$ cat config.mk
export PLATFORM = sky130hd
export DESIGN_NAME = pipereg
export DESIGN_NICKNAME = d
export VERILOG_FILES = /design/src/verilog/pipereg.sv
export SDC_FILE = /design/constraint.sdc
export NUM_CORES = 1
export LEC_CHECK = 0
export BUFFER_PORTS_ARGS = -buffer_cell sky130_fd_sc_hd__clkbuf_2
export CAP_MARGIN = 20
export CORE_AREA = 2 2 51 53
export CTS_CLUSTER_DIAMETER = 100
export DETAILED_ROUTE_END_ITERATION = 12
export DIE_AREA = 0 0 53 55
export HOLD_SLACK_MARGIN = 0.08
export PLACE_DENSITY_LB_ADDON = 0.3
export SKIP_CTS_REPAIR_TIMING = 1
export SKIP_LAST_GASP = 1
export SYNTH_ARGS = -nofsm -noshare
export SYNTH_HDL_FRONTEND = slang
export SYNTH_SLANG_ARGS = --single-unit
$ cat constraint.sdc
create_clock -name clk -period 0.8 [get_ports clk]
set_input_delay 0 -clock clk [delete_from_list [all_inputs] [get_ports clk]]
set_output_delay 0 -clock clk [all_outputs]
set_load 0.02 [all_outputs]
$ cat src/verilog/pipereg.sv
`timescale 1ns/1ps

module pipereg #(
	parameter type payload_t = logic [31:0]	// Stage payload struct
) (
	input  logic     clk,
	input  logic     arst_n,
	input  payload_t d,
	output payload_t q
);

	// One stage boundary; a cleared payload carries no enables
	always_ff @(posedge clk or negedge arst_n) begin
		if (!arst_n)
			q <= '0;
		else
			q <= d;
	end

	// X anywhere upstream shows up here one cycle later
	a_q_known: assert property (@(posedge clk) disable iff (!arst_n) !$isunknown(q))
		else $error("pipereg: unknown payload");

endmodule

### Word level (Yosys, flattened, before mapping)

Cells that the tools add are included.

* register bits: 32
* output and inout port bits: 32

### Logic depth before layout (Yosys ltp)

* word-level depth: 0
* depth in mapped cells: 0

### Least setup slack after synthesis

Ideal clock, no wire load.

* kind: reg-to-output
* start: register q[0] in the netlist's numbering
* end: output q[0] in the netlist's numbering
* slack: 384 ps
* arrival: 416 ps
* data required time: 800 ps
* cell stages (with the launch flop): 1
* path buffers: 0
* path through: dfrtp_1

RTL lines
* start, declared: RTL line 9 `output payload_t q`
* start signal, assigned: RTL line 15 `q <= '0;`
* start signal, assigned: RTL line 17 `q <= d;`

No word-level cell between the ends.

### Worst setup path after layout

* start: register q[23] in the netlist's numbering
* end: output q[23] in the netlist's numbering

No word-level cell between the ends.

==> impl_metrics.json <==
{
  "peakVddDrop_uv": 1390,
  "start_util_pct": 33.9,
  "die_w_um": 53,
  "grt_pass1_wl_mm": 1.96,
  "critPathBufInv": 1,
  "worst_pin_slew_ps": 167,
  "die_area_mm2": 0.00292,
  "placement.io_buffers": 65,
  "crit_fanout": 1,
  "cts_sinks": 32,
  "fillers": 149,
  "cp_slowest_stage_delay_ps": 400,
  "vias": 677,
  "syn_to_final_growth_pct": 120,
  "timing.hold.ws_ps": 171,
  "fp-row-count": 18,
  "numCtsBuffers": 5,
  "hold_viol": 0,
  "seq_area_um2": 801,
  "drt_iter0_markers": 2,
  "dp_hpwl_mm": 1.18,
  "violations": "negative setup slack",
  "crit_arrival_ps": 860,
  "multi_input_gates": 0,
  "required_ps": 800,
  "syn_avg_cell_area_um2": 25.0,
  "hp-class": "in -> async",
  "netlist_instances": 32,
  "ys_seq_elements": 32,
  "fin_nets": 172,
  "htreeDepth": 2,
  "synth_cell_types": 1,
  "powerDensity_mw_per_mm2": 1810,
  "core_mm2": 0.00236,
  "finalWorstSetupSlack_ps": -56.6,
  "start_kind": "flop",
  "yosysSeqAreaShare_pct": 100,
  "gr-total-overflow": 0,
  "final_cell_mix": "33 x dlygate4sd3_1, 33 x clkbuf_2, 32 x dfrtp_1",
  "grt_max_degree": 33,
  "end_kind": "output pin",
  "diodes": 0,
  "p_leak_nw": 0.885,
  "fin_crit_sh_pct": 107,
  "cts_root_buffer": "clkbuf_4",
  "fin_util_pct": 74.6,
  "layout-drive-gt1-share_pct": 53.2,
  "ys_warn_count": 0,
  "design_area_mm2": 0.00176,
  "gp_congestion": 0.605,
  "max_freq_mhz": 1170,
  "slowest_stage": "dfrtp_1",
  "crit_type": "reg -> out",
  "grt_pass1_vias": 482,
  "route.detailed.drc": 0,
  "cts_tree": "done",
  "place_ws_ps": 291,
  "synth_area_um2": 801,
  "status": "finished with violations",
  "grt_usage_pct": 10.5,
  "report.final.slew_viol_count": 0,
  "max-clock-path-buffers": 2,
  "crit_family": "flip-flops",
  "routed_wl_mm": 2.19,
  "placed_cell_area_mm2": 0.00118,
  "power_mw": 3.19,
  "final-setup-viol-count": 32,
  "io-pin-count": 66,
  "wl_per_cell_um": 13.0,
  "syn_nets": 66,
  "firstDrtPassIters": 3,
  "min_period_ps": 857,
  "maxCapViolCount": 0,
  "vias_per_cell": 4.01,
  "rsz0062_at_grt": "true",
  "ant_nets": 0,
  "clk_pin_slew_ps": 100,
  "registers.top_by_ff_count": "q",
  "cp_cell_sequence": "buf_6",
  "die_h_um": 55,
  "largest_register_ffs": 32,
  "reg_top3": "q: 32 flops",
  "multiInputGateArea_um2": 0,
  "slew_headroom_pct": 88.9,
  "grt_antenna_before_repair": 0
}
==> Yosys cell counts <==
cell | count | area share (%)
dfrtp_1 | 32 | 100
==> worst max path at each step <==
stage	startpoint	to	slack [ps]	depth (start not counted)
floorplan	q[0]	q[0]	380	0
global placement	q[19]	q[19]	300	1
detailed placement	q[31]	q[31]	290	1
CTS	q[31]	q[31]	-80	1
global route	q[23]	q[23]	-110	1
finish	q[23]	q[23]	-60	1
==> report_power, final <==
part | internal, mW | switching, mW | total, mW
Clock | 0.418 | 0.494 | 0.912
Combinational | 0.317 | 0.220 | 0.537
Sequential | 1.70 | 0.0388 | 1.74
==> cell type report <==
class,instances,share of cell area (%)
Tap cell,30,2.13
Clock inverter,2,0.568
Clock buffer,6,2.91
Sequential cell,32,45.4
Timing Repair Buffer,99,49.0
==> kinds of logic after synthesis <==
group,count (synthesis),share of synthesized area [%]
flops,32,100
==> metal layers <==
| metal | vias to the layer above | global-route usage (%) | part of all wire [%] |
|---|---|---|---|
| met5 | - | 0 | 0 |
| met4 | 0 | 5.13 | 1.0 |
| met3 | 3 | 8.33 | 9.4 |
| met2 | 43 | 16.3 | 59 |
| li1 | 308 | - | - |
| met1 | 323 | 10.2 | 31 |
==> stage by stage <==
step / instances / setup TNS (ps)
6_report: 169 / -1040
2_1_floorplan: 32 / 0
4_1_cts: 136 / -1740
3_5_place_dp: 128 / 0
3_3_place_gp: 128 / 0
5_1_grt: 169 / -2870
(Power assumes the default switching activity.)
