File: src/verilog/core_pkg.sv
package core_pkg;

	////////////////////////////////////////////////////////////////////////////
	// Sizes
	////////////////////////////////////////////////////////////////////////////
	localparam int PC_W   = 12;	// Byte address of an instruction
	localparam int XLEN   = 32;	// Data path width
	localparam int REG_AW = 5;	// x0..x31

	// Major opcodes of the supported subset
	typedef enum logic [6:0] {
		OP_IMM = 7'b0010011,	// ADDI only
		OP     = 7'b0110011,	// R-type ALU
		LUI    = 7'b0110111,
		LOAD   = 7'b0000011,	// LW only
		STORE  = 7'b0100011	// SW only
	} opcode_e;

	// ADD is zero so that a cleared payload is a harmless add
	typedef enum logic [3:0] {
		ALU_ADD   = 4'd0,
		ALU_SUB   = 4'd1,
		ALU_AND   = 4'd2,
		ALU_OR    = 4'd3,
		ALU_XOR   = 4'd4,
		ALU_SLT   = 4'd5,	// Signed compare
		ALU_PASSB = 4'd6	// Operand B straight through, for LUI
	} alu_op_e;

	typedef enum logic [1:0] {
		WB_ALU  = 2'd0,
		WB_LOAD = 2'd1
	} wb_sel_e;

	////////////////////////////////////////////////////////////////////////////
	// Stage payloads
	////////////////////////////////////////////////////////////////////////////
	typedef struct packed {
		logic [PC_W-1:0] pc;
		logic [XLEN-1:0] inst;
	} if_id_t;

	typedef struct packed {
		logic [PC_W-1:0]   pc;
		logic [XLEN-1:0]   rs1_val;	// Regfile values, before forwarding
		logic [XLEN-1:0]   rs2_val;
		logic [REG_AW-1:0] rs1_idx;
		logic [REG_AW-1:0] rs2_idx;
		logic [XLEN-1:0]   imm;
		logic [REG_AW-1:0] rd;
		alu_op_e           alu_op;
		logic              sel_b;	// 1 = immediate as operand B
		logic              dm_write;
		logic              wr_en;
		wb_sel_e           wb_sel;
	} id_exe_t;

	typedef struct packed {
		logic [PC_W-1:0]   pc;
		logic [XLEN-1:0]   alu_out;	// Result, or address for LW/SW
		logic [XLEN-1:0]   store_data;
		logic [REG_AW-1:0] rd;
		logic              dm_write;
		logic              wr_en;
		wb_sel_e           wb_sel;
	} exe_mem_t;

	typedef struct packed {
		logic [PC_W-1:0]   pc;
		logic [XLEN-1:0]   alu_out;
		logic [XLEN-1:0]   load_data;
		logic [REG_AW-1:0] rd;
		logic              wr_en;
		wb_sel_e           wb_sel;
	} mem_wb_t;

endpackage

File: src/verilog/instmem.sv
`timescale 1ns/1ps

module instmem import core_pkg::*; #(
	parameter int IMEM_AW = 6	// Word address bits
) (
	input  logic               clk,
	input  logic               we,	// Load port, used while the core sits in reset
	input  logic [IMEM_AW-1:0] waddr,
	input  logic [XLEN-1:0]    wdata,
	input  logic [PC_W-1:0]    raddr,	// Byte address from the PC
	output logic [XLEN-1:0]    inst
);
	localparam int DEPTH = 1 << IMEM_AW;

	logic [XLEN-1:0] mem [DEPTH] = '{default: '0};	// Power-up contents are bubbles
	logic [PC_W-3:0] widx;	// Word index of the PC

	assign widx = raddr[PC_W-1:2];

	// Combinational fetch, zero past the end of the memory
	always_comb begin
		if (int'(widx) < DEPTH)
			inst = mem[widx[IMEM_AW-1:0]];
		else
			inst = '0;	// All-zero word decodes to a bubble
	end

	always_ff @(posedge clk) begin
		if (we)
			mem[waddr] <= wdata;
	end

endmodule

File: config.mk
export PLATFORM = sky130hd
export DESIGN_NAME = instmem
export DESIGN_NICKNAME = d
export VERILOG_FILES = /design/src/verilog/core_pkg.sv /design/src/verilog/instmem.sv
export SDC_FILE = /design/constraint.sdc
export NUM_CORES = 2
export LEC_CHECK = 0
export BUFFER_PORTS_ARGS = -buffer_cell sky130_fd_sc_hd__buf_4
export CAP_MARGIN = 0
export CELL_PAD_IN_SITES_DETAIL_PLACEMENT = 2
export CELL_PAD_IN_SITES_GLOBAL_PLACEMENT = 2
export CORE_ASPECT_RATIO = 1.25
export CORE_MARGIN = 2
export CORE_UTILIZATION = 50
export DETAILED_ROUTE_END_ITERATION = 10
export PLACE_DENSITY_LB_ADDON = 0.1
export RECOVER_POWER = 100
export SLEW_MARGIN = 20
export SYNTH_ARGS = -nofsm -noshare
export SYNTH_HDL_FRONTEND = slang
export SYNTH_SLANG_ARGS = --single-unit
File: constraint.sdc
create_clock -name clk -period 3.8 [get_ports clk]
set_input_delay 0.19 -clock clk [delete_from_list [all_inputs] [get_ports clk]]
set_output_delay 0.19 -clock clk [all_outputs]
set_load 0.02 [all_outputs]
==> metrics, run 1 <==
outcome=aborted with a tool error; Fail Step=detailed placement (3_5_place_dp); Err=[ERROR DPL-0033] detailed placement checks failed during check placement.; Synth Area per Inst=between 20 and 25 um2; Die X=359 um; synth top area cells=edfxtp_1, mux4_2, mux2i_1; ys async rst share=0; Synth warnings=0; Synthesized Nets=about 3300; Synth Area in Simple Gates=0.0130; I/O pin count=84; largest family of logic cells by synthesized area=multiplexers; GPL Wtd Cong=about 0.79; die height=447 um; number of port buffers=a little over 80; mux cell area share after synthesis=0.182; cell type with the largest total area after synthesis=edfxtp_1; num rows=around 160; XOR/XNOR Fraction of Synth Area=0; flops & latches, synth=2048; register area share after synthesis=0.783; DP HPWL=151000 um; Synth Area in Compound Gates=0.00956; mapped cell area=0.0786 mm2; EDFF count, synth=between 2000 and 2500; Mapped Cells=between 3000 and 4000; Yosys top cell area share=0.783; Initial Utilization=0.503; Netlist cell types=48; Most used DFF post-synth=edfxtp_1; Adder-Cell Fraction of Synth Area=0
-- synthesized netlist by cell type (3+ instances only) --
master	count
edfxtp_1	2048
mux4_2	573
mux2i_1	122
nor2_1	88
nand2_1	56
buf_2	54
buf_4	38
clkbuf_1	31
buf_1	27
a21oi_1	24
nand3_1	24
buf_6	21
a22oi_1	19
nor3_1	14
o211ai_1	14
mux2_2	13
nor2b_1	13
o22ai_1	13
nand2b_1	9
o21ai_1	8
a31oi_1	7
o21ai_0	6
a221oi_1	5
nand4_1	5
a2111oi_0	4
and3_1	3
or2_2	3
-- metrics by stage --
stage / worst slack (ns) / hold slack (ns) / cell area, um2 / std cells
2_1_floorplan: 0.419 / 0.289 / 78600 / 3269
3_3_place_gp: 0.469 / 0.712 / 83300 / 5424
-- cell families after synthesis --
family,count (synthesis)
flip-flops,2048
multiplexers,708
AND/OR/NAND/NOR,227
buffers and inverters,173
AO/OA/AOI/OAI,113
==> run 2, diff against run 1 <==
Settings changed: CELL_PAD_IN_SITES_DETAIL_PLACEMENT 2 to unset, CELL_PAD_IN_SITES_GLOBAL_PLACEMENT 2 to unset, CORE_ASPECT_RATIO 1.25 to unset, CORE_UTILIZATION 50 to 35, PLACE_DENSITY_LB_ADDON 0.1 to 0.15.
==> metrics, run 2 <==
flops & latches, synth=2048 (unchanged); post-cts resize count=0; Slew @ Worst Pin=roughly 3.5 ns; Routed Wire Length=about 230000 um; critical path type=register to output pin; TritonCTS buffer count=approximately 210; drt via density=between 5 and 6; area used by multi-input combinational logic=approximately 0.016 mm2; Arr. time, crit path=around 3.4 ns; first-pass GRT wire length=316000 um; f_max=275 MHz; register area=0.0615 mm2; synth top area cells=edfxtp_1, mux4_2, mux2i_1; register area share after synthesis=0.783 (unchanged); number of port buffers=81 (unchanged); worst-path maximum fanout=1; Initial DRC Count=roughly 4000; Most used DFF post-synth=edfxtp_1; EDFF count, synth=2048 (unchanged); Area Overhead vs Synth=15.6%; outcome=finished, violations left; Initial Utilization=0.353 (-0.151); Die X=478 um (+33%); Max-slew headroom=-1.37; fillcell total=19548; period utilization=0.957; num rows=173 (+6.8%); vias in the first global route=around 38000; layout cell share with drive strength beyond 1=0.302; Routed wire per std cell=33.6 um; minimum clock period=about 3.6 ns; final hold violations=0; top flop regs=mem (2048); Yosys top cell area share=0.783 (unchanged); Worst VDD drop=between 0.0003 and 0.0004 V; Final Setup Violations=0; final core occ=0.408; failing checks=max-capacitance violations, max-slew violations; Synth warnings=0 (unchanged); Mapped Cells=3269 (unchanged); vias=37119; clock-pin slew on the worst setup and hold paths=about 0.06 ns; Post-synth top cells=edfxtp_1, mux4_2, mux2i_1, nor2_1, nand2_1; Synthesized Nets=3321 (unchanged); PD cells=around 520 mW/mm2; initial antenna violation count=21; unrepaired setup endpoints after global routing=false; CTS H-tree lvls=4; CTS tree=done; Overflow after GRT=0; iteration count of the initial detailed-routing pass=8; Max Slew Vio Count=approximately 3600; most frequent cells in the layout=edfxtp_1, mux4_2, clkbuf_16, buf_4, mux2i_1; GRT Resource Usage Total=0.199; GPL Wtd Cong=0.746 (-5.6%); fin nets=3701; Residual DRC=0; Largest register FFs=2048; I/O pin count=84 (unchanged); Root Driver=clkbuf_16; critical path launch point type=register; CP endpoint kind=output pin; Netlist cell types=48 (unchanged); Data required, critical path=3.61 ns; die height=478 um (+6.8%); Max-Cap Viols=between 80 and 90; setup TNS=0 ns; largest net degree at the start of global routing=65; Routed Antenna Nets=0; ys async rst share=0 (unchanged); Synth Area per Inst=24.0 um2 (unchanged); Clock Path Buffers=3; cell type with the largest total area after synthesis=edfxtp_1; Leak Pwr=28.1 nW; Most flops, register=mem; clock sinks=~2000; DP HPWL=126000 um (-17%); most common cell after layout, fill and taps aside=edfxtp_1; area of the core=0.223 mm2; HP Class=primary input to register; Post-Place Setup Slack=0.147 ns; count leader, synth=edfxtp_1; die footprint=0.228 mm2; mapped cell area=0.0786 mm2 (unchanged); worst setup margin=0.165 ns
-- run 2: critical path, cell delays in order (launching register included) --
cell and delay (ns):
edfxtp_1 0.37, mux4_2 0.45, mux2i_1 0.20, mux2i_1 0.14
a2111oi_0 0.88, clkbuf_2 0.33, a21oi_1 0.09, buf_4 0.17
-- run 2: cells by family (layout without fill, tap and decap cells) --
family,after synthesis,after routing,share of synthesized area
buffers and inverters,173,720,0.0129
AOI/OAI and AO/OA,113,113,0.00956
muxes,708,708,0.182
DFF,2048,2048,0.783
and+or+nand+nor,227,227,0.0130
other,0,6,0
-- run 2: what timing repair did --
item	CTS	global route
setup buffers	0	0
endpoints found under the hold margin	2116	0
hold buffers	35	0
endpoints found under the setup margin	0	0
-- run 2: path summary, 6_finish.rpt --
path / from / endpoint / slack (ns) / cells past startpoint
setup / recovery: mem[25][17] / inst[17] / 0.17 / 7
hold / removal: waddr[3] / mem[42][24] / 0.14 / 3
-- run 2: per-layer routing --
metal | GRT usage | vias to the layer above | routed length [um]
met5 | 0 | - | 104
met4 | 0.0376 | 16 | 3940
met3 | 0.0317 | 260 | 12700
met2 | 0.320 | 1124 | 110000
met1 | 0.289 | 20831 | 102000
li1 | - | 14888 | -
-- run 2: metrics by stage --
step / hold slack [ns] / power, mW / cells / instance area, um2
after detailed placement: 0.750 / 27.9 / 6375 / 85000
after global routing: 0.154 / 48.7 / 6793 / 90800
final: 0.143 / 47.2 / 6797 / 90800
after floorplan: 0.289 / 26.8 / 3269 / 78600
after global placement: 0.730 / 27.9 / 6375 / 85000
after CTS: 0.0293 / 47.7 / 6791 / 91900
-- run 2: cell type report --
class	instances	area share
Inverter	2	0.000110
Multi-Input combinational cell	1048	0.180
Clock buffer	270	0.0625
Sequential cell	2048	0.677
Tap cell	2975	0.0410
Antenna cell	6	0.000165
Timing Repair Buffer	337	0.0295
Clock inverter	111	0.00932
-- run 2: power by group --
| part | internal [mW] | leakage (nW) | switching, mW |
|---|---|---|---|
| combinational | 0.924 | 6.50 | 1.40 |
| clock | 11.2 | 3.18 | 8.61 |
| sequential | 25.1 | 18.4 | 0.0304 |
Note: power is estimated with default switching activity, not from simulation.
