--- src/verilog/core_pkg.sv ---
package core_pkg;

	////////////////////////////////////////////////////////////////////////////
	// Sizes
	////////////////////////////////////////////////////////////////////////////
	localparam int PC_W   = 12;	// Byte address of an instruction
	localparam int XLEN   = 32;	// Data path width
	localparam int REG_AW = 5;	// x0..x31

	// Major opcodes of the supported subset
	typedef enum logic [6:0] {
		OP_IMM = 7'b0010011,	// ADDI only
		OP     = 7'b0110011,	// R-type ALU
		LUI    = 7'b0110111,
		LOAD   = 7'b0000011,	// LW only
		STORE  = 7'b0100011	// SW only
	} opcode_e;

	// ADD is zero so that a cleared payload is a harmless add
	typedef enum logic [3:0] {
		ALU_ADD   = 4'd0,
		ALU_SUB   = 4'd1,
		ALU_AND   = 4'd2,
		ALU_OR    = 4'd3,
		ALU_XOR   = 4'd4,
		ALU_SLT   = 4'd5,	// Signed compare
		ALU_PASSB = 4'd6	// Operand B straight through, for LUI
	} alu_op_e;

	typedef enum logic [1:0] {
		WB_ALU  = 2'd0,
		WB_LOAD = 2'd1
	} wb_sel_e;

	////////////////////////////////////////////////////////////////////////////
	// Stage payloads
	////////////////////////////////////////////////////////////////////////////
	typedef struct packed {
		logic [PC_W-1:0] pc;
		logic [XLEN-1:0] inst;
	} if_id_t;

	typedef struct packed {
		logic [PC_W-1:0]   pc;
		logic [XLEN-1:0]   rs1_val;	// Regfile values, before forwarding
		logic [XLEN-1:0]   rs2_val;
		logic [REG_AW-1:0] rs1_idx;
		logic [REG_AW-1:0] rs2_idx;
		logic [XLEN-1:0]   imm;
		logic [REG_AW-1:0] rd;
		alu_op_e           alu_op;
		logic              sel_b;	// 1 = immediate as operand B
		logic              dm_write;
		logic              wr_en;
		wb_sel_e           wb_sel;
	} id_exe_t;

	typedef struct packed {
		logic [PC_W-1:0]   pc;
		logic [XLEN-1:0]   alu_out;	// Result, or address for LW/SW
		logic [XLEN-1:0]   store_data;
		logic [REG_AW-1:0] rd;
		logic              dm_write;
		logic              wr_en;
		wb_sel_e           wb_sel;
	} exe_mem_t;

	typedef struct packed {
		logic [PC_W-1:0]   pc;
		logic [XLEN-1:0]   alu_out;
		logic [XLEN-1:0]   load_data;
		logic [REG_AW-1:0] rd;
		logic              wr_en;
		wb_sel_e           wb_sel;
	} mem_wb_t;

endpackage

--- src/verilog/regfile.sv ---
`timescale 1ns/1ps

module regfile import core_pkg::*; (
	input  logic              clk,
	input  logic              arst_n,
	input  logic              wr_en,	// From WB
	input  logic [REG_AW-1:0] wr_addr,
	input  logic [XLEN-1:0]   wr_data,
	input  logic [REG_AW-1:0] rs1_addr,	// From ID
	input  logic [REG_AW-1:0] rs2_addr,
	output logic [XLEN-1:0]   rs1_out,
	output logic [XLEN-1:0]   rs2_out
);
	logic [XLEN-1:0] regs [32];

	// Read port with bypass of the write landing this cycle
	function automatic logic [XLEN-1:0] rd_port(input logic [REG_AW-1:0] addr);
		if (wr_en && wr_addr == addr && addr != '0)
			return wr_data;	// WB result not yet in the array
		return regs[addr];
	endfunction

	always_comb begin
		rs1_out = rd_port(rs1_addr);
		rs2_out = rd_port(rs2_addr);
	end

	always_ff @(posedge clk or negedge arst_n) begin
		if (!arst_n) begin
			regs <= '{default: '0};
		end else if (wr_en && wr_addr != '0) begin	// x0 stays zero
			regs[wr_addr] <= wr_data;
		end
	end

endmodule

--- config.mk ---
export PLATFORM = sky130hd
export DESIGN_NAME = regfile
export DESIGN_NICKNAME = d
export VERILOG_FILES = /design/src/verilog/core_pkg.sv /design/src/verilog/regfile.sv
export SDC_FILE = /design/constraint.sdc
export NUM_CORES = 2
export LEC_CHECK = 0
export BUFFER_PORTS_ARGS = -buffer_cell sky130_fd_sc_hd__clkbuf_2
export CORE_UTILIZATION = 45
export CTS_BUF_LIST = sky130_fd_sc_hd__clkbuf_16
export CTS_CLUSTER_DIAMETER = 50
export DETAILED_ROUTE_END_ITERATION = 7
export MAX_ROUTING_LAYER = met4
export PLACE_DENSITY = 0.64
export SLEW_MARGIN = 20
export SYNTH_ARGS = -nofsm -noshare
export SYNTH_HDL_FRONTEND = slang
export SYNTH_SLANG_ARGS = --single-unit
--- constraint.sdc ---
create_clock -name clk -period 6.55 [get_ports clk]
set_input_delay 1.31 -clock clk [delete_from_list [all_inputs] [get_ports clk]]
set_output_delay 1.31 -clock clk [all_outputs]
set_load 0.02 [all_outputs]
# Yosys cells after proc, flatten, opt, wreduce, memory -nomap -nowiden
# Cells that the tools add are included.
# classes
order_cmp	4
n_mux	15
eq_ne	2
bitwise_logic	3
reduce_logical	9
# ops
cell	count
$bwmux W1024	1
$bmux W32 S5	2
$mux W32	9
$demux W32 S5	1
$ge A6 B6 Y1 const B	3
$not A5 Y6	3
$reduce_bool A5 Y1	3
$eq A5 B5 Y1	2
$logic_and A1 B1 Y1	6
$lt A6 B1 Y1 const B	1
$mux W1	2
# word_totals
input_bits	50
output_inout_bits	64
regBits	1024
wordCells	65

# Logic depth before layout (Yosys ltp)
# depth
word_depth	6
ltp_mapped	9
ltp_nobuf	5

# Least setup slack after synthesis
# No wires, ideal clock.
# synth_path
kind	input-to-output
startpoint	input rs2_addr[0]
endpoint	output rs2_out[19]
t_arrival_ns	3.004
path_buffers	4
setup_slack_ns	2.236
path_stages	9
required_ns	5.240
path_cell_list	buf_6 buf_8 buf_6 buf_6 mux4_2 nor2_1 a311oi_1 nor4_2 nor3_1
# synth_between
elab_chain_cells	5
elab_cells_between_ends	10
classes_between	eq/ne (1); mux (5); bitwise (1); reduce/logical (3)
# synth_lines
element	line_no	text
from (decl)	regfile.sv:10	input logic [REG_AW-1:0] rs2_addr,
$not A5 Y6 (implied by the code) / $eq A5 B5 Y1 (equally long branches)	regfile.sv:20, regfile.sv:18	
$bmux W32 S5 / $logic_and A1 B1 Y1 (equally long branches)	regfile.sv:20, regfile.sv:18	
$mux W32 (implied by the code) / $logic_and A1 B1 Y1 (equally long branches)	regfile.sv:20, regfile.sv:18	
$mux W32 (implied by the code) / $mux W1 (equally long branches)	regfile.sv:20, regfile.sv:18	
$mux W32 (*)	regfile.sv:20	return regs[addr];
to (decl)	regfile.sv:12	output logic [XLEN-1:0] rs2_out
# Every way passes the cells marked *; elsewhere a longest branch is shown, timed or not. The select of a mux whose other input is x is not followed.

# Final worst setup path
# layout_path
startpoint	input rs2_addr[2]
endpoint	output rs2_out[23]
# The elaborated chain is that of the path after synthesis.

==> summary.md <==
| Metric | Value |
|---|---|
| Top reg by flops | `regs` |
| R2R depth | `1` |
| Total of max-cap violations | `0` |
| Clock slew at reported path FFs | `50 ps` |
| Final cycle utilization of the critical path | `82.8%` |
| Status | `complete, no violations` |
| Cell variety after synth | `37` |
| Largest register FFs | `1,024` |
| RSZ-0062 raised after global routing | `no` |
| Sequential share of the synthesized area | `47.7%` |
| WL final | `160,000 microns` |
| IO Pins | `114` |
| Final nets | `3,453` |
| Clock Sinks | `1,024` |
| Top_reg_cell synth | `dfrtp_1` |
| Routed via count | `33,208` |
| CP Launch Type | `input port` |
| Slew headroom | `23.0%` |
| Drt pass-1 iters | `5` |
| Cell Area, Synth | `0.0537 sq mm` |
| Arrival time at the worst endpoint | `4120 ps` |
| Cts repair resizes | `0` |
| Num CTS Buffers | `121` |
| PwrDens | `316 mW/mm^2` |
| CP Capture Point | `rs2_out[23]` |
| Final setup vio count | `0` |
| Critical Path RT | `5240 ps` |
| Antenna Nets Post-Route | `0` |
| Root Driver | `clkbuf_16` |
| Final hold vios | `0` |
| Final Skew | `0 ps` |
| Rows | `126` |
| CP Capture Type | `output pin` |
| Gr ovfl total | `0` |
| Post-Layout Inst Area | `0.0594 sq mm` |
| IO buf count | `113` |
| H-tree depth | `3` |
| Final period demand of the worst path | `5430 ps` |
| Total power | `18,800 uW` |
| Fmax | `184 MHz` |
| Leak Pwr | `0.0254 uW` |
| Largest area contributor in the netlist | `dfrtp_1` |
| Synth area leaders | `dfrtp_1 (48%), mux4_2 (21%), mux2_2 (21%)` |
| Die Y | `347 microns` |
| Vias in the first global route | `33,831` |
| Post-synthesis register bit count | `1,024` |
| Post-synth EDFFs | `0` |
| FF-to-FF setup slack | `5710 ps` |
| Count leader, synth | `dfrtp_1` |
| Initial DRC Count | `3,336` |
| Placed Area | `0.0553 sq mm` |
| Routability cong. | `0.807` |
| DRC viols | `0` |
| Worst Tran Pin Value | `1150 ps` |
| Worst skew pair latency | `700 ps` |
| Top cells by count, synth | `dfrtp_1 (1,024), mux2_2 (994), mux4_2 (510), o22ai_1 (252), clkbuf_1 (199)` |
| Setup Total Neg Slack | `0 ps` |
| Ys Warns | `0` |
| Worst r2r dst | `regs[66]` |
| Total setup buffers inserted after CTS | `0` |
| HPWL Detailed | `90,700 microns` |
| Hold_buf cts | `0` |
| Worst vdd ir | `0.239 mV` |
| Initial Util | `45.4%` |
| Share of layout cells above drive strength 1 | `55.7%` |
| Area Growth Syn to Fin | `10.6%` |
| Max Buffers Root-to-Sink | `3` |
| Via density | `6.58` |
| Chip width | `347 microns` |
| Syn avg cell area | `15.4 sq um` |
| Initial antenna violation count | `8` |
| Post-synth top area share | `47.7%` |
| Syn nets | `3,534` |
| Slew Limit Fails | `0` |
| Fill count | `9,868` |
| Critical path origin | `rs2_addr[2]` |
| Ys async rst share | `100%` |
| Worst r2r src | `regs[66]` |
| Largest regs | `regs: 1024 flops` |
| Crit Path Max Fanout | `19` |
| Routed WL per cell | `31.7 microns` |
| Critical setup path kind | `input port to output pin` |
| Hold crit path type | `flop to flop` |
| Clock tree from TritonCTS | `done` |
| First-pass GRT wire length | `236,000 microns` |
| GR Util All Layers | `27.6%` |
| Largest net degree at the start of global routing | `164` |
| DIE AREA | `0.121 sq mm` |
| Core Region | `0.118 sq mm` |
| Hold Path Origin | `regs[1023]` |
| Hold slack | `392 ps` |
| Mapped Cells | `3,484` |
[worst min path at each step]
stage,endpoint,depth (start not counted)
6_report,regs[1023],0
5_1_grt,regs[1023],0
4_1_cts,regs[994],0
3_5_place_dp,regs[1001],0
3_3_place_gp,regs[1017],0
2_1_floorplan,regs[1000],1
[layer usage]
layer | wire length [microns] | global-route usage [%]
met1 | 66800 | 37.5
met2 | 75400 | 42.0
met3 | 13100 | 5.42
met4 | 4620 | 8.44
met5 | 0 | -
[cells in the final DEF (no fill, tap or decap), types with 4 or more instances in the layout]
cell        netlist  final
buf_12           10     21
buf_4            13     73
buf_8             2      6
bufinv_16         0     14
clkbuf_16         0    124
clkbuf_2          0    108
clkinv_1          0     24
clkinv_2          0     19
clkinv_4          0     13
clkinvlp_4        0      9
dfrtp_1        1024   1024
diode_2           0      8
inv_1             0     12
inv_6             0      5
inv_8             0      4
mux2_2          994    994
mux4_2          510    510
nand2_1          83     64
nand2_2           0      4
nand2_4           0     15
nand3_1           6      4
nand3b_1         10     10
nor2_1           25      9
nor2_4            0     16
o21ai_1          63     63
o22ai_1         252    252
or4_1            63     63
xnor2_1           6      6
xor2_1            4      4
[worst max-delay path: stages]
cell,delay [ps]
clkbuf_2,320
or3_2,890
buf_4,390
o22ai_1,110
or4_1,690
o21ai_1,180
clkbuf_2,190
[cell type report]
| class | count | area, sq um | area share [%] |
|---|---|---|---|
| antenna | 8 | 20.0 | 0.0337 |
| clock inverter | 101 | 937 | 1.58 |
| tap | 1536 | 1920 | 3.24 |
| timing repair buffer | 209 | 1610 | 2.71 |
| clock buffer | 124 | 3100 | 5.22 |
| sequential | 1024 | 25600 | 43.1 |
| multi-input combinational | 2047 | 26200 | 44.1 |
[power by group]
| part | switching, uW | internal (uW) | leakage [uW] |
|---|---|---|---|
| Sequential | 845 | 7530 | 0.0131 |
| Combinational | 1370 | 2180 | 0.0103 |
| Clock | 2840 | 4000 | 0.00201 |
[per-stage QoR]
step           setup slack, ps  cells  util [%]
6_report                  1120   5049      50.2
3_3_place_gp               992   4814      46.8
4_1_cts                   1150   5041      50.2
3_5_place_dp              1150   4816      46.8
2_1_floorplan             2240   3484         -
5_1_grt                   1080   5048      50.2
[cells by family after synthesis]
logic type             synth area share [%]
flip-flops                             47.7
multiplexers                           42.3
AND/OR/NAND/NOR                        2.16
XOR/XNOR                              0.163
AO/OA/AOI/OAI                          3.61
buffers and inverters                  4.05
No activity file was read; power rests on OpenSTA's default activity.
