==> config.mk <==
export PLATFORM = sky130hd
export DESIGN_NAME = result
export DESIGN_NICKNAME = d
export VERILOG_FILES = /design/src/verilog/core_pkg.sv /design/src/verilog/result.sv
export SDC_FILE = /design/constraint.sdc
export NUM_CORES = 2
export LEC_CHECK = 0
export BUFFER_PORTS_ARGS = -buffer_cell sky130_fd_sc_hd__buf_2
export CAP_MARGIN = 5
export CORE_MARGIN = 1
export CORE_UTILIZATION = 40
export CTS_CLUSTER_DIAMETER = 150
export CTS_CLUSTER_SIZE = 10
export DETAILED_ROUTE_END_ITERATION = 16
export PLACE_DENSITY = 0.61
export SYNTH_ARGS = -nofsm -noshare
export SYNTH_HDL_FRONTEND = slang
export SYNTH_SLANG_ARGS = --single-unit
==> constraint.sdc <==
create_clock -name clk -period 4.3 [get_ports clk]
set_input_delay 0.86 -clock clk [delete_from_list [all_inputs] [get_ports clk]]
set_output_delay 0.86 -clock clk [all_outputs]
set_load 0.1 [all_outputs]
==> src/verilog/core_pkg.sv <==
package core_pkg;

	////////////////////////////////////////////////////////////////////////////
	// Sizes
	////////////////////////////////////////////////////////////////////////////
	localparam int PC_W   = 12;	// Byte address of an instruction
	localparam int XLEN   = 32;	// Data path width
	localparam int REG_AW = 5;	// x0..x31

	// Major opcodes of the supported subset
	typedef enum logic [6:0] {
		OP_IMM = 7'b0010011,	// ADDI only
		OP     = 7'b0110011,	// R-type ALU
		LUI    = 7'b0110111,
		LOAD   = 7'b0000011,	// LW only
		STORE  = 7'b0100011	// SW only
	} opcode_e;

	// ADD is zero so that a cleared payload is a harmless add
	typedef enum logic [3:0] {
		ALU_ADD   = 4'd0,
		ALU_SUB   = 4'd1,
		ALU_AND   = 4'd2,
		ALU_OR    = 4'd3,
		ALU_XOR   = 4'd4,
		ALU_SLT   = 4'd5,	// Signed compare
		ALU_PASSB = 4'd6	// Operand B straight through, for LUI
	} alu_op_e;

	typedef enum logic [1:0] {
		WB_ALU  = 2'd0,
		WB_LOAD = 2'd1
	} wb_sel_e;

	////////////////////////////////////////////////////////////////////////////
	// Stage payloads
	////////////////////////////////////////////////////////////////////////////
	typedef struct packed {
		logic [PC_W-1:0] pc;
		logic [XLEN-1:0] inst;
	} if_id_t;

	typedef struct packed {
		logic [PC_W-1:0]   pc;
		logic [XLEN-1:0]   rs1_val;	// Regfile values, before forwarding
		logic [XLEN-1:0]   rs2_val;
		logic [REG_AW-1:0] rs1_idx;
		logic [REG_AW-1:0] rs2_idx;
		logic [XLEN-1:0]   imm;
		logic [REG_AW-1:0] rd;
		alu_op_e           alu_op;
		logic              sel_b;	// 1 = immediate as operand B
		logic              dm_write;
		logic              wr_en;
		wb_sel_e           wb_sel;
	} id_exe_t;

	typedef struct packed {
		logic [PC_W-1:0]   pc;
		logic [XLEN-1:0]   alu_out;	// Result, or address for LW/SW
		logic [XLEN-1:0]   store_data;
		logic [REG_AW-1:0] rd;
		logic              dm_write;
		logic              wr_en;
		wb_sel_e           wb_sel;
	} exe_mem_t;

	typedef struct packed {
		logic [PC_W-1:0]   pc;
		logic [XLEN-1:0]   alu_out;
		logic [XLEN-1:0]   load_data;
		logic [REG_AW-1:0] rd;
		logic              wr_en;
		wb_sel_e           wb_sel;
	} mem_wb_t;

endpackage

==> src/verilog/result.sv <==
`timescale 1ns/1ps

module result import core_pkg::*; #(
	parameter int DMEM_AW = 6	// Word address bits
) (
	input  logic              clk,
	input  logic              arst_n,
	input  exe_mem_t          exe_mem,	// MEM stage, from EXE/MEM
	output mem_wb_t           mem_wb_d,	// Into MEM/WB
	input  mem_wb_t           mem_wb_q,	// WB stage, from MEM/WB
	output logic              wb_wr_en,
	output logic [REG_AW-1:0] wb_rd,
	output logic [XLEN-1:0]   wb_data
);
	localparam int DEPTH = 1 << DMEM_AW;

	logic [XLEN-1:0]    dmem [DEPTH];
	logic [DMEM_AW-1:0] widx;	// Word index, low two bits dropped
	logic [XLEN-1:0]    load_data;

	////////////////////////////////////////////////////////////////////////////
	// MEM stage
	////////////////////////////////////////////////////////////////////////////
	assign widx      = exe_mem.alu_out[DMEM_AW+1:2];
	assign load_data = dmem[widx];	// Combinational read

	// Store lands at the edge closing the MEM cycle
	always_ff @(posedge clk or negedge arst_n) begin
		if (!arst_n) begin
			dmem <= '{default: '0};
		end else if (exe_mem.dm_write) begin
			dmem[widx] <= exe_mem.store_data;
		end
	end

	always_comb begin
		mem_wb_d.pc        = exe_mem.pc;
		mem_wb_d.alu_out   = exe_mem.alu_out;
		mem_wb_d.load_data = load_data;
		mem_wb_d.rd        = exe_mem.rd;
		mem_wb_d.wr_en     = exe_mem.wr_en;
		mem_wb_d.wb_sel    = exe_mem.wb_sel;
	end

	////////////////////////////////////////////////////////////////////////////
	// WB stage
	////////////////////////////////////////////////////////////////////////////
	assign wb_wr_en = mem_wb_q.wr_en;
	assign wb_rd    = mem_wb_q.rd;

	always_comb begin
		if (mem_wb_q.wb_sel == WB_LOAD)
			wb_data = mem_wb_q.load_data;
		else
			wb_data = mem_wb_q.alu_out;	// ALU ops and LUI
	end

endmodule

# --- Word level (Yosys, flattened, before mapping) ---
# Index checks and enable logic that the tools add are counted.
totals:
  reg_bits: 2048
  input_bits: 171
  output_inout_bits: 122
  wordCells: 76
classes:
  n_lt_le_gt_ge: 2
  n_eq_ne: 1
  mux: 7
  bitwise: 1
  reduce_logical: 1
ops:
  columns: ["operator", "n"]
  rows:
  - ["bitwise mux 2048 bit", 1]
  - ["binary-select mux 32 bit (select 6 bit)", 1]
  - ["demux 32 bit (select 6 bit)", 1]
  - ["2-to-1 mux 32 bit", 4]
  - [">= comparator 7 bit (second input constant)", 1]
  - ["< comparator 7 x 1 -> 1 bit (second input constant)", 1]
  - ["NOT 6 -> 7 bit", 1]
  - ["== test 2 x 1 -> 1 bit (second input constant)", 1]
  - ["logical AND 1 bit", 1]

# --- Logic depth before layout (Yosys ltp) ---
depth:
  depth_word: 6
  depth_mapped: 11
  mapped_depth_nobuf: 6

# --- Worst setup path before layout ---
# Ideal clock, no wire load.
synth_path:
  path_type: "input to output"
  start: "in exe_mem[43] (netlist name)"
  end: "out mem_wb_d[9] (netlist name)"
  arrival_time_ns: 3.297
  required_time_ns: 3.440
  setup_slack_ns: 0.143
  cell_stages: 11
  n_path_buf: 6
  cell_sequence: "buf_6 -> buf_6 -> buf_6 -> buf_6 -> buf_6 -> buf_2 -> mux2i_1 -> o211ai_1 -> a22oi_1 -> o2111ai_1 -> nand4b_1"
synth_rtl:
  columns: ["element", "line", "text"]
  rows:
  - ["start, declared", "result.sv:8", "input exe_mem_t exe_mem,"]
  - ["end, declared", "result.sv:9", "output mem_wb_t mem_wb_d,"]

==> metrics.txt <==
status=completed; Slew HR=11.74%; Layout area overhead=15.09%; most frequent cells in the layout=mux2_2, dfrtp_1, buf_4; Core Rows=176; largest net degree at the start of global routing=174; Worst-Skew Late Latency=880 ps; Port Buffer Count=176; Setup violations, final=0; Biggest register=dmem; crit-path cells=buf_8 -> nor2b_4 -> buf_12 -> buf_12 -> a221oi_1 -> a21oi_1 -> o21ai_1 -> nand4_1 -> or4_1 -> buf_12; Crit Path Category=in2out; startpoint class of the critical path=input pin; CTS Buffer Depth=3; drt drc=0; Num CTS Buffers=223; busiest layer in global routing=met2; Hold Slack=407.5 ps; hold wc startpoint=exe_mem[11]; Crit. End Element=output pin; CP Data Required Time=3440 ps; Fill cells=20,208; period utilisation layout=99.64%; Synth warnings=0; final core utilization=46.45%; fraction of layout cells with a size suffix above 1=47.58%; CP most frequent cell=buf_12; Cells after Synth=6,846; Reg-to-Reg End=dmem[1741]$_DFFE_PN0P_; R2R cell count=1; final hold viol count=0; max FFs per register=2,048; hpwl dp=192,100 um; crit-path max cell delay=610 ps; Tmin final=4285 ps; Initial Utilization=40.36%; synthesized area per cell=13.61 um^2; GR Util met3=5.144%; most common cell after layout, fill and taps aside=mux2_2; I/O pin count=293; Final Max Tran Viols=0; Largest regs=dmem (2048); Hold Crit Class=in2reg; routed via count=61,351; hold path depth=2; Mapped Nets=7,017; CTS tree=yes; largest area contributor in the netlist=dfrtp_1; worst flop-to-flop path startpoint=dmem[1741]$_DFFE_PN0P_; antenna-violating nets left=0; Routed Wire Length=299,900 um; Synth area leaders=dfrtp_1, mux2_2, a22oi_1; Seq/Total Area, Yosys=55.02%; met2 track demand over resource=39.95%; final clock skew=0 ps; Seq. cell area=51,250 um^2; Routed WL per cell=29.74 um; RSZ-0062 raised after global routing=false; DR vias/cell=6.083; Pleak=49.29 nW; total gr overflow=0; initial antenna violation count=13; Final nets=7,209; Die ar.=234,800 um^2; fmax=0.2334 GHz; total core area=230,800 um^2; Multi-input gate area=38,790 um^2; htree depth=4; GR Layer Usage met1=34.07%; reg-to-reg slack, setup=3490 ps; Die Ht=484.6 um; Worst Tran Pin Value=1324 ps; WP data arrival=3420 ps; Mapped Area=93,150 um^2; vias in the first global route=63,734; Reg clk slew, reported paths=50 ps; critical-path maximum fanout=28; register bit total from synthesis=2,048; Peak VDD IR=0.4374 mV; Cell variety after synth=56; first drt pass iteration count=7; DRT iter0 DRCs=5,161; Worst Hold Path EP=dmem[962]$_DFFE_PN0P_; Die Wd=484.6 um; CTS root buffer=clkbuf_16; Slowest cell on crit path=or4_1; global-route wire length before repair=440,900 um; Max Cap Violations=0; routability cong.=0.8428; Pwr Density=436.1 nW/um^2; total clock sinks=2,048; Total GRT Usage=25.33%; Yosys top cell area share=55.02%
power breakdown:
| part | leakage (nW) | switching (mW) | internal (mW) | total, mW |
|---|---|---|---|---|
| logic | 19.2 | 3.46 | 3.37 | 6.83 |
| clock network | 2.90 | 7.53 | 9.28 | 16.8 |
| registers | 27.2 | 1.26 | 21.8 | 23.1 |
worst max-delay path by stage:
| stage | from | endpoint | slack, ps | cells after the start |
|---|---|---|---|---|
| after CTS | exe_mem[43] | mem_wb_d[32] | -40 | 9 |
| after detailed placement | exe_mem[44] | mem_wb_d[32] | -350 | 10 |
| after global routing | exe_mem[45] | mem_wb_d[35] | 2 | 11 |
| after global placement | exe_mem[44] | mem_wb_d[32] | -390 | 10 |
| final | exe_mem[45] | mem_wb_d[22] | 20 | 10 |
| after floorplan | exe_mem[43] | mem_wb_d[9] | 140 | 11 |
kinds of logic after synthesis:
logic type             after synthesis  share of synthesized area [%]
multiplexers                      2366                          29.60
AO/OA/AOI/OAI                     1293                          9.816
AND/OR/NAND/NOR                    334                          1.674
buffers and inverters              805                          3.894
flip-flops                        2048                          55.02
repair_timing:
action	in CTS	in global routing
pin swaps	3	6
setup buffers	4	3
endpoints found under the setup margin	20	16
hold buffers	1	0
gates cloned	1	1
resized for setup	31	12
hold endpoints to repair	36	0
stage by stage:
step	total power, mW	cells	worst slack (ps)	setup TNS [ps]	instance area (um^2)
after global routing	48.57	10083	2.363	0	107200
after detailed placement	30.21	9829	-353.3	-1926	101000
after global placement	29.82	9829	-388.4	-2043	101000
final	46.75	10085	15.29	0	107200
after floorplan	27.82	6846	143.1	0	93150
after CTS	47.04	10076	-37.36	-37.36	107100
worst max-delay path: cells and delay by family:
kind	cells	cell delay, ps
simple gates	3	1080
buf+inv	4	700
compound gates	3	730
synthesized netlist by cell type, drive strengths merged:
master and instances:
dfrtp 2048, o2111ai 15, and3b 2, or3b 2, a32oi 2, nor3b 2, or4 15, a221oi 178
inv 1, nand2 103, clkbuf 380, nand4b 1, a211o 13, mux2i 118, nor2 113, nand3b 3
nand2b 16, and3 2, a221o 39, nand3 18, a21o 1, or2 3, a211oi 19, o211ai 57
o221ai 18, a22oi 467, nor4 1, a311oi 1, a2111oi 1, nor2b 7, mux4 91, buf 424
or3 2, o22ai 51, a31oi 4, and2 5, o21ai 174, a2bb2oi 2, a21oi 212, nand4 17
o211a 1, o32ai 3, nor3 22, mux2 2157, a22o 35
layer usage:
layer  vias up  part of all wire (%)
met3       629                   6.6
met4        12                   4.3
li1      25680                     -
met5         -                 0.027
met2      1989                    47
met1     33041                    43
cell type report:
type                       count  area share [%]
timing repair buffer         771           6.939
clock inverter                18          0.3198
antenna                        5         0.01167
multi-input combinational   3993           36.18
tap                         3026           3.532
sequential                  2048           47.81
clock buffer                 223           5.205
inverter                       1        0.003501
(Power assumes the default switching activity.)
