===== config.mk =====
export PLATFORM = sky130hd
export DESIGN_NAME = decode
export DESIGN_NICKNAME = d
export VERILOG_FILES = /design/src/verilog/core_pkg.sv /design/src/verilog/decode.sv
export SDC_FILE = /design/constraint.sdc
export NUM_CORES = 1
export LEC_CHECK = 0
export BUFFER_PORTS_ARGS = -buffer_cell sky130_fd_sc_hd__buf_2
export CAP_MARGIN = 20
export CORE_AREA = 2 2 97 99
export DETAILED_ROUTE_END_ITERATION = 7
export DIE_AREA = 0 0 99 101
export SLEW_MARGIN = 20
export SYNTH_ARGS = -nofsm -noshare
export SYNTH_HDL_FRONTEND = slang
export SYNTH_SLANG_ARGS = --single-unit

===== constraint.sdc =====
create_clock -name vclk -period 2.5
set_clock_uncertainty 0.15 [all_clocks]
set_input_delay 0.5 -clock vclk [all_inputs]
set_output_delay 0.5 -clock vclk [all_outputs]
set_load 0.05 [all_outputs]

===== src/verilog/core_pkg.sv =====
package core_pkg;

	////////////////////////////////////////////////////////////////////////////
	// Sizes
	////////////////////////////////////////////////////////////////////////////
	localparam int PC_W   = 12;	// Byte address of an instruction
	localparam int XLEN   = 32;	// Data path width
	localparam int REG_AW = 5;	// x0..x31

	// Major opcodes of the supported subset
	typedef enum logic [6:0] {
		OP_IMM = 7'b0010011,	// ADDI only
		OP     = 7'b0110011,	// R-type ALU
		LUI    = 7'b0110111,
		LOAD   = 7'b0000011,	// LW only
		STORE  = 7'b0100011	// SW only
	} opcode_e;

	// ADD is zero so that a cleared payload is a harmless add
	typedef enum logic [3:0] {
		ALU_ADD   = 4'd0,
		ALU_SUB   = 4'd1,
		ALU_AND   = 4'd2,
		ALU_OR    = 4'd3,
		ALU_XOR   = 4'd4,
		ALU_SLT   = 4'd5,	// Signed compare
		ALU_PASSB = 4'd6	// Operand B straight through, for LUI
	} alu_op_e;

	typedef enum logic [1:0] {
		WB_ALU  = 2'd0,
		WB_LOAD = 2'd1
	} wb_sel_e;

	////////////////////////////////////////////////////////////////////////////
	// Stage payloads
	////////////////////////////////////////////////////////////////////////////
	typedef struct packed {
		logic [PC_W-1:0] pc;
		logic [XLEN-1:0] inst;
	} if_id_t;

	typedef struct packed {
		logic [PC_W-1:0]   pc;
		logic [XLEN-1:0]   rs1_val;	// Regfile values, before forwarding
		logic [XLEN-1:0]   rs2_val;
		logic [REG_AW-1:0] rs1_idx;
		logic [REG_AW-1:0] rs2_idx;
		logic [XLEN-1:0]   imm;
		logic [REG_AW-1:0] rd;
		alu_op_e           alu_op;
		logic              sel_b;	// 1 = immediate as operand B
		logic              dm_write;
		logic              wr_en;
		wb_sel_e           wb_sel;
	} id_exe_t;

	typedef struct packed {
		logic [PC_W-1:0]   pc;
		logic [XLEN-1:0]   alu_out;	// Result, or address for LW/SW
		logic [XLEN-1:0]   store_data;
		logic [REG_AW-1:0] rd;
		logic              dm_write;
		logic              wr_en;
		wb_sel_e           wb_sel;
	} exe_mem_t;

	typedef struct packed {
		logic [PC_W-1:0]   pc;
		logic [XLEN-1:0]   alu_out;
		logic [XLEN-1:0]   load_data;
		logic [REG_AW-1:0] rd;
		logic              wr_en;
		wb_sel_e           wb_sel;
	} mem_wb_t;

endpackage


===== src/verilog/decode.sv =====
`timescale 1ns/1ps

module decode import core_pkg::*; (
	input  logic [XLEN-1:0]   inst,	// From IF/ID
	input  logic [PC_W-1:0]   pc,
	input  logic [XLEN-1:0]   rs1_val,	// Regfile read data
	input  logic [XLEN-1:0]   rs2_val,
	output id_exe_t           id_exe,	// Into ID/EXE
	output logic [REG_AW-1:0] rs1_addr,	// Regfile read addresses
	output logic [REG_AW-1:0] rs2_addr
);
	////////////////////////////////////////////////////////////////////////////
	// Field split and immediates
	////////////////////////////////////////////////////////////////////////////
	opcode_e         opcode;
	logic [2:0]      funct3;
	logic [6:0]      funct7;
	logic [XLEN-1:0] imm_i, imm_s, imm_u;

	assign opcode   = opcode_e'(inst[6:0]);
	assign funct3   = inst[14:12];
	assign funct7   = inst[31:25];
	assign rs1_addr = inst[19:15];
	assign rs2_addr = inst[24:20];

	assign imm_i = {{20{inst[31]}}, inst[31:20]};
	assign imm_s = {{20{inst[31]}}, inst[31:25], inst[11:7]};	// Split across rd slot
	assign imm_u = {inst[31:12], 12'b0};

	////////////////////////////////////////////////////////////////////////////
	// Control
	////////////////////////////////////////////////////////////////////////////
	always_comb begin
		id_exe         = '0;	// Bubble unless matched below
		id_exe.pc      = pc;
		id_exe.rs1_val = rs1_val;
		id_exe.rs2_val = rs2_val;
		id_exe.rs1_idx = rs1_addr;
		id_exe.rs2_idx = rs2_addr;
		id_exe.rd      = inst[11:7];
		id_exe.alu_op  = ALU_ADD;
		id_exe.wb_sel  = WB_ALU;

		case (opcode)
			OP_IMM: begin
				if (funct3 == 3'b000) begin	// ADDI
					id_exe.imm   = imm_i;
					id_exe.sel_b = 1'b1;
					id_exe.wr_en = 1'b1;
				end
			end
			OP: begin
				id_exe.wr_en = 1'b1;
				case ({funct7, funct3})
					10'b0000000_000: id_exe.alu_op = ALU_ADD;
					10'b0100000_000: id_exe.alu_op = ALU_SUB;
					10'b0000000_111: id_exe.alu_op = ALU_AND;
					10'b0000000_110: id_exe.alu_op = ALU_OR;
					10'b0000000_100: id_exe.alu_op = ALU_XOR;
					10'b0000000_010: id_exe.alu_op = ALU_SLT;
					default:         id_exe.wr_en  = 1'b0;	// Shifts, SLTU etc.
				endcase
			end
			LUI: begin
				id_exe.imm    = imm_u;
				id_exe.sel_b  = 1'b1;
				id_exe.alu_op = ALU_PASSB;
				id_exe.wr_en  = 1'b1;
			end
			LOAD: begin
				if (funct3 == 3'b010) begin	// LW, address = rs1 + imm
					id_exe.imm    = imm_i;
					id_exe.sel_b  = 1'b1;
					id_exe.wr_en  = 1'b1;
					id_exe.wb_sel = WB_LOAD;
				end
			end
			STORE: begin
				if (funct3 == 3'b010) begin	// SW
					id_exe.imm      = imm_s;
					id_exe.sel_b    = 1'b1;
					id_exe.dm_write = 1'b1;
				end
			end
			default: ;	// Anything else retires as a bubble
		endcase
	end

	a_single_effect: assert final (!(id_exe.dm_write === 1'b1 && id_exe.wr_en === 1'b1))
		else $error("decode: store with register write");

endmodule


* Word-level counts from Yosys, hierarchy flattened
Cells that the tools add are included.
** Word-level totals
- Output and inout bits :: 142
- Word-level logic and storage cells :: 29
- Memories kept :: 0
- Bits in latches :: 0
- Input bits :: 108
- Flip-flop bits (word level) :: 0
- Bits in writable memories :: 0
- Memory bits (read-only) :: 0
** Operators by class
- Muxes and demuxes :: 15
- $mul :: 0
- Shift operators :: 0
- Add/subtract/negate cells :: 0
- Reductions and logical operators :: 3
- Order comparisons :: 0
- Div/mod/pow operators :: 0
- Bitwise logic cells :: 0
- Equal/unequal tests :: 11
** Operators by type and width (number)
- 32-bit case mux with 4 select lines :: 1
- 32-bit 2-to-1 mux :: 3
- 10-bit by 3-bit equality test with 1-bit output, second input constant :: 3
- 7-bit by 6-bit equality test with 1-bit output, second input constant :: 3
- 3-bit case mux with 5 select lines :: 1
- 10-bit by 2-bit equality test with 1-bit output, second input constant :: 1
- 10-bit by 9-bit equality test with 1-bit output, second input constant :: 1
- 10-bit zero test :: 1
- 1-bit case mux with 4 select lines :: 2
- 4-bit case mux with 2 select lines :: 1
- 7-bit by 2-bit equality test with 1-bit output, second input constant :: 1
- 7-bit by 5-bit equality test with 1-bit output, second input constant :: 1
- 6-bit OR reduction :: 1
- 1-bit 2-to-1 mux :: 4
- 2-bit 2-to-1 mux :: 2
- 3-bit by 2-bit equality test with 1-bit output, second input constant :: 1
- 3-bit zero test :: 1
- 3-bit 2-to-1 mux :: 1

* Logic depth before layout (Yosys ltp)
Gate-level depths: netlist of the first run.
- Word-level depth :: 4
- Mapped depth :: 7
- Mapped depth without buffers :: 4

* Least setup slack after synthesis of the first run
Ideal clock, no wire load.
- Kind :: input to output
- From :: in inst[13]
- To :: out id_exe[45] (netlist name)
- Path buffers :: 1
- Cell stages on the path :: 5
- Arrival :: 2.571 ns
- Required time :: 1.850 ns
- Slack :: -0.721 ns
- Cell sequence :: buf_6 > or3b_4 > a21o_2 > a21oi_1 > and2_1
** RTL lines
- start, declared :: RTL line decode.sv:4 : input logic [XLEN-1:0] inst,
- end, declared :: RTL line decode.sv:8 : output id_exe_t id_exe,

==> flow_summary.toml, run 1 <==
[routing]
drtAntennaViolNets = 0
via_per_inst = 3.971
post_drt_wl_per_cell_um = 16.54
via_count = 1243
drc = 0
drt_iter0_drc = 27
dr.pass1.iters = 4
wirelength_mm = 5.178

[floorplan]
core-area_um2 = 8977
io_pins = 250
num_rows = 35
die_x_um = 99
dieHeight_um = 101
dieArea_um2 = 9999
start_util_pct = 15.23

[yosys]
synth.distinct_cells = 31
synth_largest_area_cell = "buf_4"
yosysMostFrequentCell = "buf_4"
yosys-top-cells-count = "buf_4 (104), a21o_1 (19), nor2_1 (15), a21oi_1 (8), and2_2 (6)"
syn-instance-count = 190
syn_area_um2 = 1368
synth_top_area_share_pct = 57.09
syn_avg_cell_area_um2 = 7.198
synth_seq_area_share_pct = 0
yosys-top-cells-area = "buf_4 (57%), a21o_1 (10%), nor2_1 (4.1%)"
yosysWarnings = 0

[cells_and_area]
n_antenna_cell = 0
design.seq.count = 0
drive_gt1_share_pct = 81.68
num-fill-cells = 969
final_area_um2 = 1839
seq_area_um2 = 0
layout.nets = 312
final_cells = 313
clock_buffers = 0
area_delta_synth_final_pct = 34.49
final_core_util_pct = 20.49

[min_path]
min_from = "rs1_val[12]"
min_path_type = "in -> out"

[setup_path]
path_class = "in -> out"
crit_required_ns = 1.85
critPathLaunchType = "primary input"
worst_ep_arrival_time_ns = 1.89
critPathMaxFanout = 5
critPathCaptureType = "output port"
crit_start = "inst[5]"

[grt]
grt_pass1_wl_mm = 7.010
first_global_vias = 1213
grt-busiest-layer = "met2"
antenna_found_initial = 0
grt_usage_pct = 9.126
grt_use_met1_pct = 8.613
grt-ovfl-total = 0
grt_util_met3_pct = 2.843
grtUsageMet2_pct = 17.57
grt_max_degree = 13

[sta]
totalNegativeSetupSlack_ns = -0.5533
final_max_slew_viol_count = 0
final.min_clock_period_ns = 2.541
layout_setup_ws_ns = -0.04126
fmax_mhz = 393.5
setup_violations = 25
timing.final.crit_share_pct = 101.7
rsz0062_at_grt = "yes"
finalHoldViolCount = 0
fin_hold_ws_ns = 0.8500

[power]
peakVddDrop_uv = 40.55
sw_frac_of_total_pct = 67.35
seqPwrFrac_pct = 0
combinationalPowerShare_pct = 100.0
p_leak_nw = 0.9183
p_total_mw = 0.2343
p_per_area_nw_per_um2 = 127.4
p_sw_mw = 0.1578
p_clk_share_pct = 0
internal_power_mw = 0.07650

[placement]
post-place-ws_ns = -0.1476
placed_cells = 310
hpwl_mm = 3.863
routabilityCongestion = 0.7068
port_buffers = 96
dpl_cell_area_um2 = 1420

[flow_run]
cap_violations = 0

[status]
status = "finished with violations"
violations = "setup timing"
[per-layer routing]
metal,vias up,wire length (um)
met5,-,0
li1,546,-
met3,33,527
met4,0,269
met1,579,1649
met2,85,2732
[worst max-delay path: stages]
cell and delay (ns):
buf_6 0.10, or3b_4 0.41, a211oi_4 0.33, and2_4 0.28, a21o_2 0.13, buf_8 0.14
[timing repair]
item,CTS,global route
setup buffers,0,0
cloned,3,0
hold buffers,0,0
gates resized for setup,79,27
pin swaps,6,6
setup endpoints to repair,31,38
[cell families after synthesis]
kind of cell	Yosys count	share of synthesized area, %
mux	5	3.660
buf+inv	112	61.21
xor+xnor	2	1.281
compound gates	30	16.10
other cells	1	0.2742
fa+ha+maj	1	0.7320
simple gates	39	16.74
[worst paths after layout]
path / end / slack [ns] / cells past startpoint
setup / recovery: id_exe[42] / -0.04 / 6
hold / removal: id_exe[100] / 0.85 / 0
[power groups by stage]
stage / clock [mW] / sequential (mW) / combinational, mW
2_1_floorplan: 0 / 0 / 0.492
3_3_place_gp: 0 / 0 / 0.213
3_5_place_dp: 0 / 0 / 0.215
4_1_cts: 0 / 0 / 0.226
5_1_grt: 0 / 0 / 0.247
6_report: 0 / 0 / 0.234
[placed cells by master, fill, tap and decap left out]
| cell | count |
|---|---|
| buf_2 | 58 |
| buf_4 | 32 |
| buf_8 | 16 |
| nor2_1 | 14 |
| a21o_4 | 14 |
| buf_6 | 10 |
| and2_2 | 7 |
| a21oi_1 | 6 |
| a21o_2 | 5 |
| mux2i_1 | 5 |
| and2_4 | 4 |
| or3_4 | 2 |
| a21oi_4 | 2 |
| xnor2_1 | 2 |
| nor3_2 | 2 |
| conb_1 | 2 |
| clkbuf_4 | 2 |
| or3b_4 | 1 |
| nand2b_1 | 1 |
| nand4bb_1 | 1 |
| a211oi_4 | 1 |
| nand3_2 | 1 |
| a21o_1 | 1 |
| or2_4 | 1 |
| nor3b_2 | 1 |
| nor3_4 | 1 |
| nor4_4 | 1 |
| nor4bb_4 | 1 |
| nand4b_1 | 1 |
| o32ai_2 | 1 |
| nor2b_1 | 1 |
| nand4_1 | 1 |
| maj3_1 | 1 |
| nor2_2 | 1 |
| inv_1 | 1 |
| buf_12 | 1 |
[cell type report]
cell class,instances,area (um2),share of cell area (%)
Inverter,1,3.754,0.2041
Timing Repair Buffer,119,918.4,49.93
Tap cell,111,138.9,7.551
Multi-Input combinational cell,82,778.2,42.31
No activity file was read; power rests on OpenSTA's default activity.
==> run 2, diff against run 1 <==
- SKIP_LAST_GASP: default -> 1
==> flow_summary.toml, run 2 (synthesized netlist as in run 1, its figures left out) <==
[sta]
final.min_clock_period_ns = 2.532
layout_setup_ws_ns = -0.03166
rsz0062_at_grt = "yes"
timing.final.crit_share_pct = 101.3
setup_violations = 25
finalHoldViolCount = 0
fin_hold_ws_ns = 0.8500
totalNegativeSetupSlack_ns = -0.5530
final_max_slew_viol_count = 0
fmax_mhz = 395.0

[power]
p_total_mw = 0.2345
peakVddDrop_uv = 40.42
sw_frac_of_total_pct = 67.27
p_leak_nw = 0.9190
p_sw_mw = 0.1577
p_clk_share_pct = 0
combinationalPowerShare_pct = 100.0
p_per_area_nw_per_um2 = 126.1
seqPwrFrac_pct = 0
internal_power_mw = 0.07676

[placement]
post-place-ws_ns = -0.1476
dpl_cell_area_um2 = 1420
routabilityCongestion = 0.7068
port_buffers = 96
hpwl_mm = 3.863

[grt]
grt_pass1_wl_mm = 7.017
antenna_found_initial = 0
grt_max_degree = 13
grt-ovfl-total = 0
grt_usage_pct = 9.141
first_global_vias = 1213

[routing]
dr.pass1.iters = 4
post_drt_wl_per_cell_um = 16.50
drtAntennaViolNets = 0
via_per_inst = 3.971
via_count = 1243
drc = 0
wirelength_mm = 5.166
drt_iter0_drc = 49

[cells_and_area]
clock_buffers = 0
layout.nets = 312
most-common-layout-cells = "buf_2 (58), buf_4 (31), a21o_4 (17)"
area_delta_synth_final_pct = 35.96
final_common_cell = "buf_2"
design.seq.count = 0
seq_area_um2 = 0
drive_gt1_share_pct = 81.19
n_antenna_cell = 0
final_area_um2 = 1859

[flow_run]
cap_violations = 0

[floorplan]
die_x_um = 99
num_rows = 35
dieArea_um2 = 9999
start_util_pct = 15.23
core-area_um2 = 8977
io_pins = 250
dieHeight_um = 101

[setup_path]
path_class = "in -> out"
critPathLaunchType = "primary input"
critPathMaxFanout = 5
cp-endpoint = "id_exe[28]"
critPathCaptureType = "output port"
crit_start = "inst[5]"
worst_ep_arrival_time_ns = 1.88
crit_required_ns = 1.85

[min_path]
min_path_type = "in -> out"

[status]
status = "finished with violations"
violations = "setup timing"

[cts]
hold_buffers = 0
## run 2: area by class of cell
| class | count | area [um2] |
|---|---|---|
| timing repair buffer | 119 | 922.1 |
| inverter | 1 | 3.754 |
| fill | 961 | 7118 |
| tap | 111 | 138.9 |
| multi-input combinational | 82 | 794.5 |
## run 2: worst max-delay path, cell delays in order
cell      delay (ns)
buf_6           0.10
or3b_4          0.40
a211oi_4        0.34
and2_4          0.29
a21o_4          0.12
buf_8           0.13
## run 2: worst min-delay path by stage
stage           startpoint          end  cells after the start
2_1_floorplan  rs1_val[12]  id_exe[100]                      1
5_1_grt         rs1_val[1]   id_exe[89]                      0
3_3_place_gp   rs1_val[31]  id_exe[119]                      0
4_1_cts        rs1_val[31]  id_exe[119]                      0
3_5_place_dp   rs1_val[31]  id_exe[119]                      0
6_report       rs1_val[12]  id_exe[100]                      0
## run 2: power groups by stage
stage	clock network, mW	logic [mW]	registers [mW]
finish	0	0.235	0
global route	0	0.248	0
CTS	0	0.226	0
detailed placement	0	0.215	0
global placement	0	0.213	0
floorplan	0	0.492	0
## run 2: layer usage
| layer | GRT usage (%) | vias up | share of wire, % |
|---|---|---|---|
| li1 | - | 547 | - |
| met1 | 8.613 | 578 | 32 |
| met2 | 17.62 | 85 | 52 |
| met3 | 2.843 | 33 | 10 |
| met4 | 4.742 | 0 | 5.2 |
| met5 | 0 | - | 0 |
## run 2: through the flow
step | std cells | utilization (%)
final | 313 | 20.71
after global routing | 313 | 20.71
after CTS | 313 | 19.15
after detailed placement | 310 | 15.82
after global placement | 310 | 15.82
after floorplan | 191 | -
## run 2: what timing repair did
action | in CTS | in global routing
hold endpoints to repair | 0 | 0
pin swaps | 6 | 6
endpoints found under the setup margin | 31 | 38
gates cloned | 3 | 0
resized for setup | 78 | 31
setup buffers | 0 | 0
